`src/mpf_pkg.sv`:
```
// Memory shim shared definitions
`default_nettype none

package mpf_pkg;

    // ==========================================================
    // Widths
    // ==========================================================

    // Word address into the on-chip memory, 256 words deep
    localparam int MPF_ADDR_W = 8;

    // Request tag, echoed back unchanged in every response
    localparam int MPF_TAG_W = 6;

    // One data word per request, no multi-beat transfers
    localparam int MPF_DATA_W = 64;

    // ==========================================================
    // Request headers
    // ==========================================================

    // Read request header carried on channel 0
    typedef struct packed {
        logic [MPF_ADDR_W-1:0] addr;
        logic [MPF_TAG_W-1:0]  tag;
    } t_rd_hdr;

    // Write request header carried on channel 1
    typedef struct packed {
        logic [MPF_ADDR_W-1:0] addr;
        logic [MPF_TAG_W-1:0]  tag;
    } t_wr_hdr;

    // Complete write payload as stored in the channel 1 FIFO
    // The data word sits below the header
    typedef struct packed {
        t_wr_hdr               hdr;
        logic [MPF_DATA_W-1:0] data;
    } t_wr_req;

endpackage

`default_nettype wire
```
`src/mpf_ifs.sv`:
```
// Memory shim internal interfaces
`timescale 1ns/10ps
`default_nettype none

// Buffered requests travel from the input buffer to the arbiter
// A request stays at the head until its dequeue strobe fires
interface mpf_tx_if;
    logic               rd_valid;
    mpf_pkg::t_rd_hdr   rd_hdr;
    logic               wr_valid;
    mpf_pkg::t_wr_req   wr_req;
    logic               rd_deq;
    logic               wr_deq;

    // Buffer presents requests and sees the dequeue strobes
    modport buf_side (
        output rd_valid,
        output rd_hdr,
        output wr_valid,
        output wr_req,
        input  rd_deq,
        input  wr_deq
    );

    // Arbiter sees the heads and consumes them
    modport arb_side (
        input  rd_valid,
        input  rd_hdr,
        input  wr_valid,
        input  wr_req,
        output rd_deq,
        output wr_deq
    );
endinterface

// One memory request per cycle with no back-pressure
interface mpf_mem_if;
    logic                            req_valid;
    logic                            req_write;
    logic [mpf_pkg::MPF_ADDR_W-1:0]  req_addr;
    logic [mpf_pkg::MPF_TAG_W-1:0]   req_tag;
    logic [mpf_pkg::MPF_DATA_W-1:0]  req_data;

    modport arb (output req_valid, output req_write, output req_addr, output req_tag,
                 output req_data);
    modport mem (input req_valid, input req_write, input req_addr, input req_tag,
                 input req_data);
endinterface

`default_nettype wire

```
`src/mpf_req_arbiter.sv`:
```
// Read and write request arbiter
`timescale 1ns/10ps
`default_nettype none

module mpf_req_arbiter (
    // Buffered request heads and their dequeue strobes
    mpf_tx_if.arb_side tx,

    // Single merged request toward the memory
    mpf_mem_if.arb     mem
);

    // ==========================================================
    // Selection
    // ==========================================================

    // Writes always win. A read therefore never overtakes a write that
    // was accepted before it, which gives the read-after-write ordering
    logic pick_wr;
    logic pick_rd;

    always_comb
    begin
        pick_wr = tx.wr_valid;
        pick_rd = tx.rd_valid && !tx.wr_valid;
    end

    // Dequeue and the memory request happen in the same cycle
    always_comb
    begin
        tx.wr_deq = pick_wr;
        tx.rd_deq = pick_rd;
    end

    // ==========================================================
    // Memory request
    // ==========================================================

    always_comb
    begin
        mem.req_valid = pick_wr || pick_rd;
        mem.req_write = pick_wr;

        // Header fields come from whichever channel won
        if (pick_wr)
        begin
            mem.req_addr = tx.wr_req.hdr.addr;
            mem.req_tag  = tx.wr_req.hdr.tag;
        end
        else
        begin
            mem.req_addr = tx.rd_hdr.addr;
            mem.req_tag  = tx.rd_hdr.tag;
        end

        // Data is only meaningful for writes, so it is passed through unmuxed
        mem.req_data = tx.wr_req.data;
    end

endmodule

`default_nettype wire

```
`src/flat_wrapper.sv`:
```
// flat-port wrapper written by rule: the top's interface ports become plain ports
module mpf_req_arbiter_flat 
  (tx_rd_valid, tx_rd_hdr, tx_wr_valid, tx_wr_req, tx_rd_deq, tx_wr_deq, mem_req_valid, mem_req_write, mem_req_addr, mem_req_tag, mem_req_data);
  mpf_tx_if tx_i ();
  mpf_mem_if mem_i ();
  input wire logic [$bits(tx_i.rd_valid)-1:0] tx_rd_valid;
  input wire logic [$bits(tx_i.rd_hdr)-1:0] tx_rd_hdr;
  input wire logic [$bits(tx_i.wr_valid)-1:0] tx_wr_valid;
  input wire logic [$bits(tx_i.wr_req)-1:0] tx_wr_req;
  output wire logic [$bits(tx_i.rd_deq)-1:0] tx_rd_deq;
  output wire logic [$bits(tx_i.wr_deq)-1:0] tx_wr_deq;
  output wire logic [$bits(mem_i.req_valid)-1:0] mem_req_valid;
  output wire logic [$bits(mem_i.req_write)-1:0] mem_req_write;
  output wire logic [$bits(mem_i.req_addr)-1:0] mem_req_addr;
  output wire logic [$bits(mem_i.req_tag)-1:0] mem_req_tag;
  output wire logic [$bits(mem_i.req_data)-1:0] mem_req_data;
  assign tx_i.rd_valid = tx_rd_valid;
  assign tx_i.rd_hdr = tx_rd_hdr;
  assign tx_i.wr_valid = tx_wr_valid;
  assign tx_i.wr_req = tx_wr_req;
  assign tx_rd_deq = tx_i.rd_deq;
  assign tx_wr_deq = tx_i.wr_deq;
  assign mem_req_valid = mem_i.req_valid;
  assign mem_req_write = mem_i.req_write;
  assign mem_req_addr = mem_i.req_addr;
  assign mem_req_tag = mem_i.req_tag;
  assign mem_req_data = mem_i.req_data;
  mpf_req_arbiter u_core (.tx(tx_i), .mem(mem_i));
endmodule
```
`config.mk`:
```
export PLATFORM = sky130hd
export DESIGN_NAME = mpf_req_arbiter_flat
export DESIGN_NICKNAME = d
export VERILOG_FILES = /design/src/mpf_pkg.sv /design/src/mpf_ifs.sv /design/src/mpf_req_arbiter.sv /design/src/flat_wrapper.sv
export SDC_FILE = /design/constraint.sdc
export NUM_CORES = 1
export LEC_CHECK = 0
export ABC_CLOCK_PERIOD_IN_PS = 1500
export BUFFER_PORTS_ARGS = -buffer_cell sky130_fd_sc_hd__buf_4
export CAP_MARGIN = 20
export CORE_AREA = 3 3 67 69
export DETAILED_ROUTE_END_ITERATION = 7
export DIE_AREA = 0 0 70 72
export GPL_TIMING_DRIVEN = 0
export PLACE_DENSITY = 0.78
export SYNTH_ARGS = -nofsm -noshare
export SYNTH_HDL_FRONTEND = slang
export SYNTH_SLANG_ARGS = --single-unit
```
`constraint.sdc`:
```
create_clock -name vclk -period 1.5
set_input_delay 0.3 -clock vclk [all_inputs]
set_output_delay 0.3 -clock vclk [all_outputs]
set_load 0.03 [all_outputs]
```
==> impl_metrics.yaml <==
run_status:
  status: "complete, no violations"
floorplan:
  die_w_um: 70
  core_area_sq_um: 3970
  die_area_sq_um: 5040
  core.rowCount: 23
  io_pins: 176
  start_util_pct: 18.4
  die_h_um: 72
finish:
  fin_cells: 245
  fillers: 409
  seq_cells: 0
  nClkBuffers: 0
  drive_gt1_share_pct: 99.5
  multi_input_area_sq_um: 203
  nets: 291
  syn_to_final_growth_pct: 123
  antenna_cells: 0
  utilization_pct: 40.9
  seqCellArea_sq_um: 0
routing:
  antenna_left: 0
  met1_length_um: 771
  highest_layer: "met3"
  vias: 868
  drt_iter0_drc: 3
  avgRoutedWirePerCell_um: 11.6
  routed_wl_um: 2850
  dr_wl_met3_um: 463
  drc: 0
  met2WireLength_um: 1620
  via_per_inst: 3.54
  first_pass_iters: 3
setup_path:
  end_kind: "primary output"
  worstPathMaxFanout: 10
  critPathKind: "input port to primary output"
  crit_arrival_ns: 1.02
  critical_path.startpoint_type: "input port"
  startpoint: "tx_wr_valid"
  crit_required_ns: 1.20
  crit_path_cell_trace: "buf_6 > buf_12 > mux2_4 > buf_4"
  max_stage_delay_ns: 0.29
  crit_slowest_cell: "mux2_4"
timing:
  period_minus_slack_ns: 1.32
  fin_crit_sh_pct: 87.9
  slew-limit-headroom_pct: 93.1
  drv_slew: 0
  max_freq_ghz: 0.758
  hold_viol_final: 0
  setup_viol: 0
  rsz0062_at_grt: "false"
  fin_setup_tns_ns: 0
  worstMarginPinSlew_ns: 0.104
synthesis:
  syn_inst: 84
  syn_nets: 178
  yosysMostFrequentCell: "buf_4"
  synth_warnings: 0
  synth_area_sq_um: 729
  netlist.area_leader.share_pct: 67.9
  avgSynthCellArea_sq_um: 8.68
  netlist-cell-type-count: 7
  yosysTopAreaCell: "buf_4"
  synthTopCellsByArea: "buf_4, mux2_4, mux2_2"
  synth_common_cells: "buf_4, mux2_4, mux2_2"
  yosysSeqAreaShare_pct: 0
placement:
  dpl.hpwl_um: 2750
  place_inst: 245
  io_buffers: 111
  place_congestion: 0.641
power:
  totalPowerFinal_uw: 707
  leakagePower_uw: 0.000962
  power.density_nw_per_um2: 435
  vdd_ir_drop_max_mv: 0.183
grt:
  grt_use_total_pct: 9.16
  grt_pass1_vias: 842
  grt_pass1_wl_um: 3910
  antenna_found_initial: 0
  globalRouteOverflowTotal: 0
  grt_max_degree: 11
job:
  maxCapViolations: 0
worst_hold_path:
  hold_class: "input port to primary output"
  hp-start: "tx_wr_req[40]"
clocking:
  cts_resized: 0
  cts_hold_buf: 0
  postCtsSetupBuffers: 0
-- per-layer routing --
layer / up-vias / track usage [%]
met3: 0 / 3.32
li1: 420 / -
met5: - / 0
met2: 90 / 18.7
met1: 358 / 9.45
met4: 0 / 0
-- critical path: cells and delay by family --
kind,cells,cell delay (ns)
muxes,1,0.29
buffers and inverters,3,0.43
-- logic make-up after synthesis --
kind of cell,after synthesis,share of synthesized area [%]
buffers and inverters,68,72.2
muxes,14,25.7
and+or+nand+nor,2,2.06
-- final timing paths --
path                      endpoint  depth (start not counted)  slack, ns
hold / removal    mem_req_data[40]                          2       0.82
setup / recovery   mem_req_addr[5]                          4       0.18
-- per-stage QoR --
step                      hold WS [ns]  instance area, sq um  setup WS (ns)
after floorplan                  0.732                   729          0.305
after global placement           0.817                  1630          0.179
after detailed placement         0.818                  1630          0.178
after CTS                        0.817                  1630          0.178
after global routing             0.820                  1630          0.162
final                            0.817                  1630          0.181
-- cell usage in the layout, fill, tap and decap left out --
master | synthesis | final
mux2_4 | 8 | 8
buf_12 | 1 | 1
buf_6 | 1 | 1
or2_1 | 1 | 1
mux2_2 | 6 | 6
and2b_2 | 1 | 1
buf_4 | 66 | 177
-- area by class of cell --
class | count | area share, %
repair buffers | 111 | 51.3
well taps | 50 | 3.85
plain buffers | 68 | 32.4
multi-input cells | 16 | 12.5
-- report_power, final --
group	internal (uW)	total, uW	leakage (uW)	switching, uW
Sequential	0	0	0	0
Combinational	353	707	0.000962	355
Clock	0	0	0	0
Total	353	707	0.000962	355
(Power assumes the default switching activity.)
