`config.mk`:
```
export PLATFORM = sky130hd
export DESIGN_NAME = mpf_afu_buffer_flat
export DESIGN_NICKNAME = d
export VERILOG_FILES = /design/src/mpf_pkg.sv /design/src/mpf_ifs.sv /design/src/mpf_afu_buffer.sv /design/src/mpf_fifo_lutram.sv /design/src/flat_wrapper.sv
export SDC_FILE = /design/constraint.sdc
export NUM_CORES = 1
export LEC_CHECK = 0
export CAP_MARGIN = 20
export CORE_MARGIN = 8
export CORE_UTILIZATION = 57
export DETAILED_ROUTE_END_ITERATION = 8
export DONT_BUFFER_PORTS = 1
export GPL_TIMING_DRIVEN = 1
export PLACE_DENSITY_LB_ADDON = 0.25
export SYNTH_ARGS = -nofsm -noshare
export SYNTH_HDL_FRONTEND = slang
export SYNTH_HIERARCHICAL = 1
export SYNTH_SLANG_ARGS = --single-unit
```
`constraint.sdc`:
```
create_clock -name clk -period 7.1 [get_ports clk]
set_input_delay 0.71 -clock clk [delete_from_list [all_inputs] [get_ports clk]]
set_output_delay 0.71 -clock clk [all_outputs]
set_load 0.02 [all_outputs]
```
`src/mpf_pkg.sv`:
```
// Memory shim shared definitions
`default_nettype none

package mpf_pkg;

    // ==========================================================
    // Widths
    // ==========================================================

    // Word address into the on-chip memory, 256 words deep
    localparam int MPF_ADDR_W = 8;

    // Request tag, echoed back unchanged in every response
    localparam int MPF_TAG_W = 6;

    // One data word per request, no multi-beat transfers
    localparam int MPF_DATA_W = 64;

    // ==========================================================
    // Request headers
    // ==========================================================

    // Read request header carried on channel 0
    typedef struct packed {
        logic [MPF_ADDR_W-1:0] addr;
        logic [MPF_TAG_W-1:0]  tag;
    } t_rd_hdr;

    // Write request header carried on channel 1
    typedef struct packed {
        logic [MPF_ADDR_W-1:0] addr;
        logic [MPF_TAG_W-1:0]  tag;
    } t_wr_hdr;

    // Complete write payload as stored in the channel 1 FIFO
    // The data word sits below the header
    typedef struct packed {
        t_wr_hdr               hdr;
        logic [MPF_DATA_W-1:0] data;
    } t_wr_req;

endpackage

`default_nettype wire
```
`src/mpf_ifs.sv`:
```
// Memory shim internal interfaces
`timescale 1ns/10ps
`default_nettype none

// Buffered requests travel from the input buffer to the arbiter
// A request stays at the head until its dequeue strobe fires
interface mpf_tx_if;
    logic               rd_valid;
    mpf_pkg::t_rd_hdr   rd_hdr;
    logic               wr_valid;
    mpf_pkg::t_wr_req   wr_req;
    logic               rd_deq;
    logic               wr_deq;

    // Buffer presents requests and sees the dequeue strobes
    modport buf_side (
        output rd_valid,
        output rd_hdr,
        output wr_valid,
        output wr_req,
        input  rd_deq,
        input  wr_deq
    );

    // Arbiter sees the heads and consumes them
    modport arb_side (
        input  rd_valid,
        input  rd_hdr,
        input  wr_valid,
        input  wr_req,
        output rd_deq,
        output wr_deq
    );
endinterface


`default_nettype wire

```
`src/mpf_afu_buffer.sv`:
```
// Accelerator-side request buffer
`timescale 1ns/10ps
`default_nettype none

module mpf_afu_buffer #(
    parameter int N_ENTRIES        = 8,
    parameter int THRESHOLD        = 4,
    parameter int ENABLE_RD_BYPASS = 1
) (
    input  wire              clk,
    input  wire              rst,

    // Raw requests straight from the accelerator
    input  wire              rd_valid,
    input  wire mpf_pkg::t_rd_hdr rd_hdr,
    input  wire              wr_valid,
    input  wire mpf_pkg::t_wr_req wr_req,

    // Flow control back to the accelerator
    output logic             rd_alm_full,
    output logic             wr_alm_full,

    // Buffered side toward the arbiter
    mpf_tx_if.buf_side       tx
);

    localparam int RD_BITS = $bits(mpf_pkg::t_rd_hdr);
    localparam int WR_BITS = $bits(mpf_pkg::t_wr_req);

    // ==========================================================
    // Channel 0, read requests
    // ==========================================================

    mpf_pkg::t_rd_hdr rd_first;
    logic             rd_not_empty;
    logic             rd_enq;
    logic             rd_fifo_deq;

    generate
        if (ENABLE_RD_BYPASS != 0)
        begin : g_rd_bypass
            // An empty FIFO lets the incoming read go straight through
            assign tx.rd_valid = rd_not_empty || rd_valid;
            assign tx.rd_hdr   = rd_not_empty ? rd_first : rd_hdr;

            // Store the read unless the arbiter took it directly this cycle
            assign rd_enq = rd_valid && (rd_not_empty || !tx.rd_deq);

            // A dequeue of a bypassed read must not touch the FIFO
            assign rd_fifo_deq = tx.rd_deq && rd_not_empty;
        end
        else
        begin : g_rd_fifo_only
            // Every read passes through the FIFO and costs one extra cycle
            assign tx.rd_valid  = rd_not_empty;
            assign tx.rd_hdr    = rd_first;
            assign rd_enq       = rd_valid;
            assign rd_fifo_deq  = tx.rd_deq;
        end
    endgenerate

    mpf_fifo_lutram #(
        .N_DATA_BITS (RD_BITS),
        .N_ENTRIES   (N_ENTRIES),
        .THRESHOLD   (THRESHOLD)
    ) u_rd_fifo (
        .clk         (clk),
        .rst         (rst),
        .enq_data    (rd_hdr),
        .enq_en      (rd_enq),
        .almost_full (rd_alm_full),
        .first       (rd_first),
        .deq_en      (rd_fifo_deq),
        .not_empty   (rd_not_empty)
    );

    // ==========================================================
    // Channel 1, write requests
    // ==========================================================

    // No bypass on the wide write path
    mpf_pkg::t_wr_req wr_first;
    logic             wr_not_empty;

    assign tx.wr_valid = wr_not_empty;
    assign tx.wr_req   = wr_first;

    mpf_fifo_lutram #(
        .N_DATA_BITS (WR_BITS),
        .N_ENTRIES   (N_ENTRIES),
        .THRESHOLD   (THRESHOLD)
    ) u_wr_fifo (
        .clk         (clk),
        .rst         (rst),
        .enq_data    (wr_req),
        .enq_en      (wr_valid),
        .almost_full (wr_alm_full),
        .first       (wr_first),
        .deq_en      (tx.wr_deq),
        .not_empty   (wr_not_empty)
    );

    // The arbiter only consumes a head that is actually presented
    a_rd_deq_valid: assert property (@(posedge clk) disable iff (rst)
        tx.rd_deq |-> tx.rd_valid);
    a_wr_deq_valid: assert property (@(posedge clk) disable iff (rst)
        tx.wr_deq |-> tx.wr_valid);

endmodule

`default_nettype wire

```
`src/mpf_fifo_lutram.sv`:
```
// Register-array request FIFO
`timescale 1ns/10ps
`default_nettype none

module mpf_fifo_lutram #(
    parameter int N_DATA_BITS = 14,
    parameter int N_ENTRIES   = 8,
    parameter int THRESHOLD   = 4
) (
    input  wire                    clk,
    input  wire                    rst,

    input  wire  [N_DATA_BITS-1:0] enq_data,
    input  wire                    enq_en,
    output logic                   almost_full,

    // Head of the queue, meaningful only while not_empty is high
    output logic [N_DATA_BITS-1:0] first,
    input  wire                    deq_en,
    output logic                   not_empty
);

    localparam int PTR_W = (N_ENTRIES > 1) ? $clog2(N_ENTRIES) : 1;
    localparam int CNT_W = $clog2(N_ENTRIES + 1);

    logic [N_DATA_BITS-1:0] data_q [N_ENTRIES];
    logic [PTR_W-1:0]       wr_ptr;
    logic [PTR_W-1:0]       rd_ptr;
    logic [CNT_W-1:0]       count;

    // Pointers wrap explicitly so any depth works, not only powers of two
    function automatic logic [PTR_W-1:0] ptr_next(input logic [PTR_W-1:0] ptr);
        if (ptr == PTR_W'(N_ENTRIES - 1))
            return '0;
        else
            return ptr + 1'b1;
    endfunction

    always_ff @(posedge clk)
    begin
        if (enq_en)
            data_q[wr_ptr] <= enq_data;
    end

    always_ff @(posedge clk)
    begin
        if (rst)
        begin
            wr_ptr <= '0;
            rd_ptr <= '0;
            count  <= '0;
        end
        else
        begin
            if (enq_en)
                wr_ptr <= ptr_next(wr_ptr);
            if (deq_en)
                rd_ptr <= ptr_next(rd_ptr);

            // Simultaneous enqueue and dequeue leave the occupancy unchanged
            case ({enq_en, deq_en})
                2'b10:   count <= count + 1'b1;
                2'b01:   count <= count - 1'b1;
                default: count <= count;
            endcase
        end
    end

    // A newly written entry shows up here one cycle after its enqueue
    assign first     = data_q[rd_ptr];
    assign not_empty = (count != '0);

    // Almost-full comes only from registered state, so the upstream
    // flow control has no combinational path through this FIFO
    assign almost_full = (N_ENTRIES - int'(count)) <= THRESHOLD;

    // The producer must respect almost_full and never overrun the array
    a_no_overflow: assert property (@(posedge clk) disable iff (rst)
        enq_en |-> (count != CNT_W'(N_ENTRIES)));

    // The consumer only pulls an entry that is really there
    a_no_underflow: assert property (@(posedge clk) disable iff (rst)
        deq_en |-> not_empty);

endmodule

`default_nettype wire

```
`src/flat_wrapper.sv`:
```
// flat-port wrapper written by rule: the top's interface ports become plain ports
module mpf_afu_buffer_flat 
#(
    parameter int N_ENTRIES        = 8,
    parameter int THRESHOLD        = 4,
    parameter int ENABLE_RD_BYPASS = 1
)
  (clk, rst, rd_valid, rd_hdr, wr_valid, wr_req, rd_alm_full, wr_alm_full, tx_rd_valid, tx_rd_hdr, tx_wr_valid, tx_wr_req, tx_rd_deq, tx_wr_deq);
  mpf_tx_if tx_i ();
  input  wire clk;
  input  wire rst;
  input  wire rd_valid;
  input  wire mpf_pkg::t_rd_hdr rd_hdr;
  input  wire wr_valid;
  input  wire mpf_pkg::t_wr_req wr_req;
  output logic rd_alm_full;
  output logic wr_alm_full;
  output wire logic [$bits(tx_i.rd_valid)-1:0] tx_rd_valid;
  output wire logic [$bits(tx_i.rd_hdr)-1:0] tx_rd_hdr;
  output wire logic [$bits(tx_i.wr_valid)-1:0] tx_wr_valid;
  output wire logic [$bits(tx_i.wr_req)-1:0] tx_wr_req;
  input wire logic [$bits(tx_i.rd_deq)-1:0] tx_rd_deq;
  input wire logic [$bits(tx_i.wr_deq)-1:0] tx_wr_deq;
  assign tx_rd_valid = tx_i.rd_valid;
  assign tx_rd_hdr = tx_i.rd_hdr;
  assign tx_wr_valid = tx_i.wr_valid;
  assign tx_wr_req = tx_i.wr_req;
  assign tx_i.rd_deq = tx_rd_deq;
  assign tx_i.wr_deq = tx_wr_deq;
  mpf_afu_buffer #(.N_ENTRIES(N_ENTRIES), .THRESHOLD(THRESHOLD), .ENABLE_RD_BYPASS(ENABLE_RD_BYPASS)) u_core (.clk(clk), .rst(rst), .rd_valid(rd_valid), .rd_hdr(rd_hdr), .wr_valid(wr_valid), .wr_req(wr_req), .rd_alm_full(rd_alm_full), .wr_alm_full(wr_alm_full), .tx(tx_i));
endmodule
```
==> summary.txt <==
Clock tree
  – Clock buffer depth: 3
  – TritonCTS clock tree: yes
  – TritonCTS buffer count: 74
  – CTS clk-pin slew, worst paths: 0.05 ns
  – Clk root buf: clkbuf_16
  – Post-CTS Hold Fix Bufs: 0
  – Clk sink count: 762
  – Post-CTS Setup Inserts: 0
  – Latest clock arrival within the worst-skew pair: 0.60 ns
  – Post_cts resized: 0
  – H-tree depth: 3

Drt
  – Drt pass-1 iters: 5
  – ANT nets after route: 0
  – DR iter-0 viols: 770
  – Vias per Instance: 6.07
  – Final wirelength: 54500 um
  – Wire per inst: 27.0 um
  – DRC Markers: 0
  – Vias: 12259

Critical path
  – Critical Path End Type: primary output
  – Worst setup path class: reg2out
  – CP Data Arrival Time: 3.16 ns
  – Worst setup SP type: register
  – Critical Path RT: 6.39 ns
  – FF-to-FF Start: u_core/u_rd_fifo/count[2]
  – CP Max Fanout: 40

Cells and area
  – Post-route insts no fill: 2018
  – Nets@finish: 1394
  – Fill count: 3280
  – Util after Layout: 0.634
  – Final instance area: 0.0323 mm^2
  – Antenna diodes: 0
  – Area growth, synth to finish: 10.5%
  – Layout cell share with drive strength beyond 1: 0.304

Synth
  – Yosys top cell area share: 0.756
  – Avg Cell Area, Syn: 23.7 um^2
  – Synth async-reset ratio: 0
  – Ys flop type: edfxtp_1
  – EDFF count, synth: 736
  – Synth area leaders: edfxtp_1, mux4_2, mux2_2
  – Synth Register Bits: 762
  – Post-Syn Nets: 1347
  – Mapped Area: 0.0292 mm^2
  – Count of cell types in the netlist: 30
  – Synth cell count leaders: edfxtp_1, mux4_2, mux2_2
  – Yosys warning total: 6
  – Post-Synthesis Cells: 1235
  – Most common cell in the netlist: edfxtp_1
  – Cell type with the largest total area after synthesis: edfxtp_1
  – Register area share after synthesis: 0.773

Floorplanning
  – Die Wd: 243 um
  – Row Count: 83
  – Die Outline Area: 0.0588 mm^2
  – Core ar.: 0.0510 mm^2
  – Chip height: 243 um
  – Initial Util: 0.574
  – I/O Pins: 194

GRT
  – Gr ovfl total: 0
  – GRT Total Usage: 0.186
  – Maximum number of pins on one net before global-route repair: 157
  – Initial antenna violation count: 0
  – First-pass GRT wire length: 82600 um
  – Number of global-route vias before repair: 13334

Outcome
  – Outcome: complete, no violations

STA
  – Tcrit/Tclk final: 0.545
  – Relative slew margins: 0.147
  – Fin Setup TNS: 0 ns
  – RSZ-0062 raised after global routing: false
  – Slew Viols, Final: 0
  – Crit path time final: 3.87 ns
  – Layout Skew: 0.0164 ns
  – Fmax achieved: 0.258 GHz
  – Final setup fails: 0
  – Hold Vio Cnt, Final: 0
  – Worst Tran Pin Value: 1.28 ns

Power
  – Worst IR drop on VDD: 0.246 mV
  – Power per cell area: 306 mW/mm^2
  – Total power: 0.00990 W
  – Leak Pwr: 10.1 nW

Place
  – HPWL Detailed: 29600 um
  – DP Area: 0.0300 mm^2
  – Placed insts: 1886
  – Final GP Congestion: 0.696
  – Input/output buffers: 0

Min path
  – HP Start: rst
  – Hold WC Path Type: in2reg

Run
  – Max_cap viols: 0
[cell usage in the layout (no fill, tap or decap), types with 14 or more instances in the layout]
master	netlist	layout
mux4_1	25	25
mux4_2	159	159
mux2_2	101	101
ha_1	14	14
dfxtp_1	26	23
clkbuf_1	14	22
nor2_1	38	32
edfxtp_1	736	736
buf_4	0	22
clkbuf_16	0	76
[cells by family (layout without fill, tap and decap cells)]
| group | Yosys count | count (layout) | synth area share |
|---|---|---|---|
| compound gates | 21 | 21 | 0.00411 |
| xor+xnor | 6 | 6 | 0.00180 |
| fa+ha+maj | 14 | 14 | 0.00599 |
| buf+inv | 60 | 163 | 0.0136 |
| flops | 762 | 762 | 0.773 |
| mux | 298 | 298 | 0.189 |
| simple gates | 74 | 74 | 0.0116 |
[per-stage QoR]
| step | setup slack (ns) | hold WS, ns |
|---|---|---|
| 6_report | 3.23 | 0.191 |
| 5_1_grt | 2.94 | 0.163 |
| 2_1_floorplan | 0.381 | 0.490 |
| 3_3_place_gp | 3.63 | 0.516 |
| 4_1_cts | 3.08 | 0.144 |
| 3_5_place_dp | 3.60 | 0.525 |
[sequential cells by signal (all words and copies together), names as in the netlist, named ones only]
signal,count
u_core/u_wr_fifo/rd_ptr,3
u_core/u_rd_fifo/rd_ptr,3
u_core/u_rd_fifo/data_q,112
u_core/u_rd_fifo/wr_ptr,3
u_core/u_wr_fifo/count,4
u_core/u_rd_fifo/count,4
u_core/u_wr_fifo/data_q,624
u_core/u_wr_fifo/wr_ptr,3
[per-layer routing]
layer,global-route usage,up-vias,wire (um)
li1,-,5310,-
met1,0.237,6538,22100
met2,0.305,340,27000
met3,0.0581,71,4290
met4,0.0584,0,1060
met5,0,-,0
[final cells by class]
type | count | area [um^2] | share of cell area
sequential | 762 | 22600 | 0.700
multi-input combinational | 413 | 6290 | 0.195
clock inverter | 33 | 290 | 0.00898
inverter | 5 | 18.8 | 0.000581
tap | 680 | 851 | 0.0263
clock buffer | 99 | 2000 | 0.0618
timing repair buffer | 26 | 228 | 0.00705
[worst paths after layout]
check                           cells after the start  slack (ns)                   endpoint
worst min-delay path                                1        0.19  u_core/u_rd_fifo/count[2]
worst min register to register                      2        0.54                   register
worst max-delay path                                3        3.23              tx_wr_req[48]
worst max register to register                     12        3.58  u_core/u_rd_fifo/count[2]
[power by group]
group          total (W)  leakage [nW]  internal (W)  switching [W]
Clock            0.00371          1.12       0.00213        0.00158
Combinational    0.00106          2.04      0.000474       0.000591
Sequential       0.00512          6.90       0.00507      0.0000562
[critical path, cell delays in order, from the launching register on]
cell and delay (ns):
dfxtp_4 0.89, buf_4 0.67, mux4_2 0.59, mux2_2 0.34
Note: power is estimated with default switching activity, not from simulation.
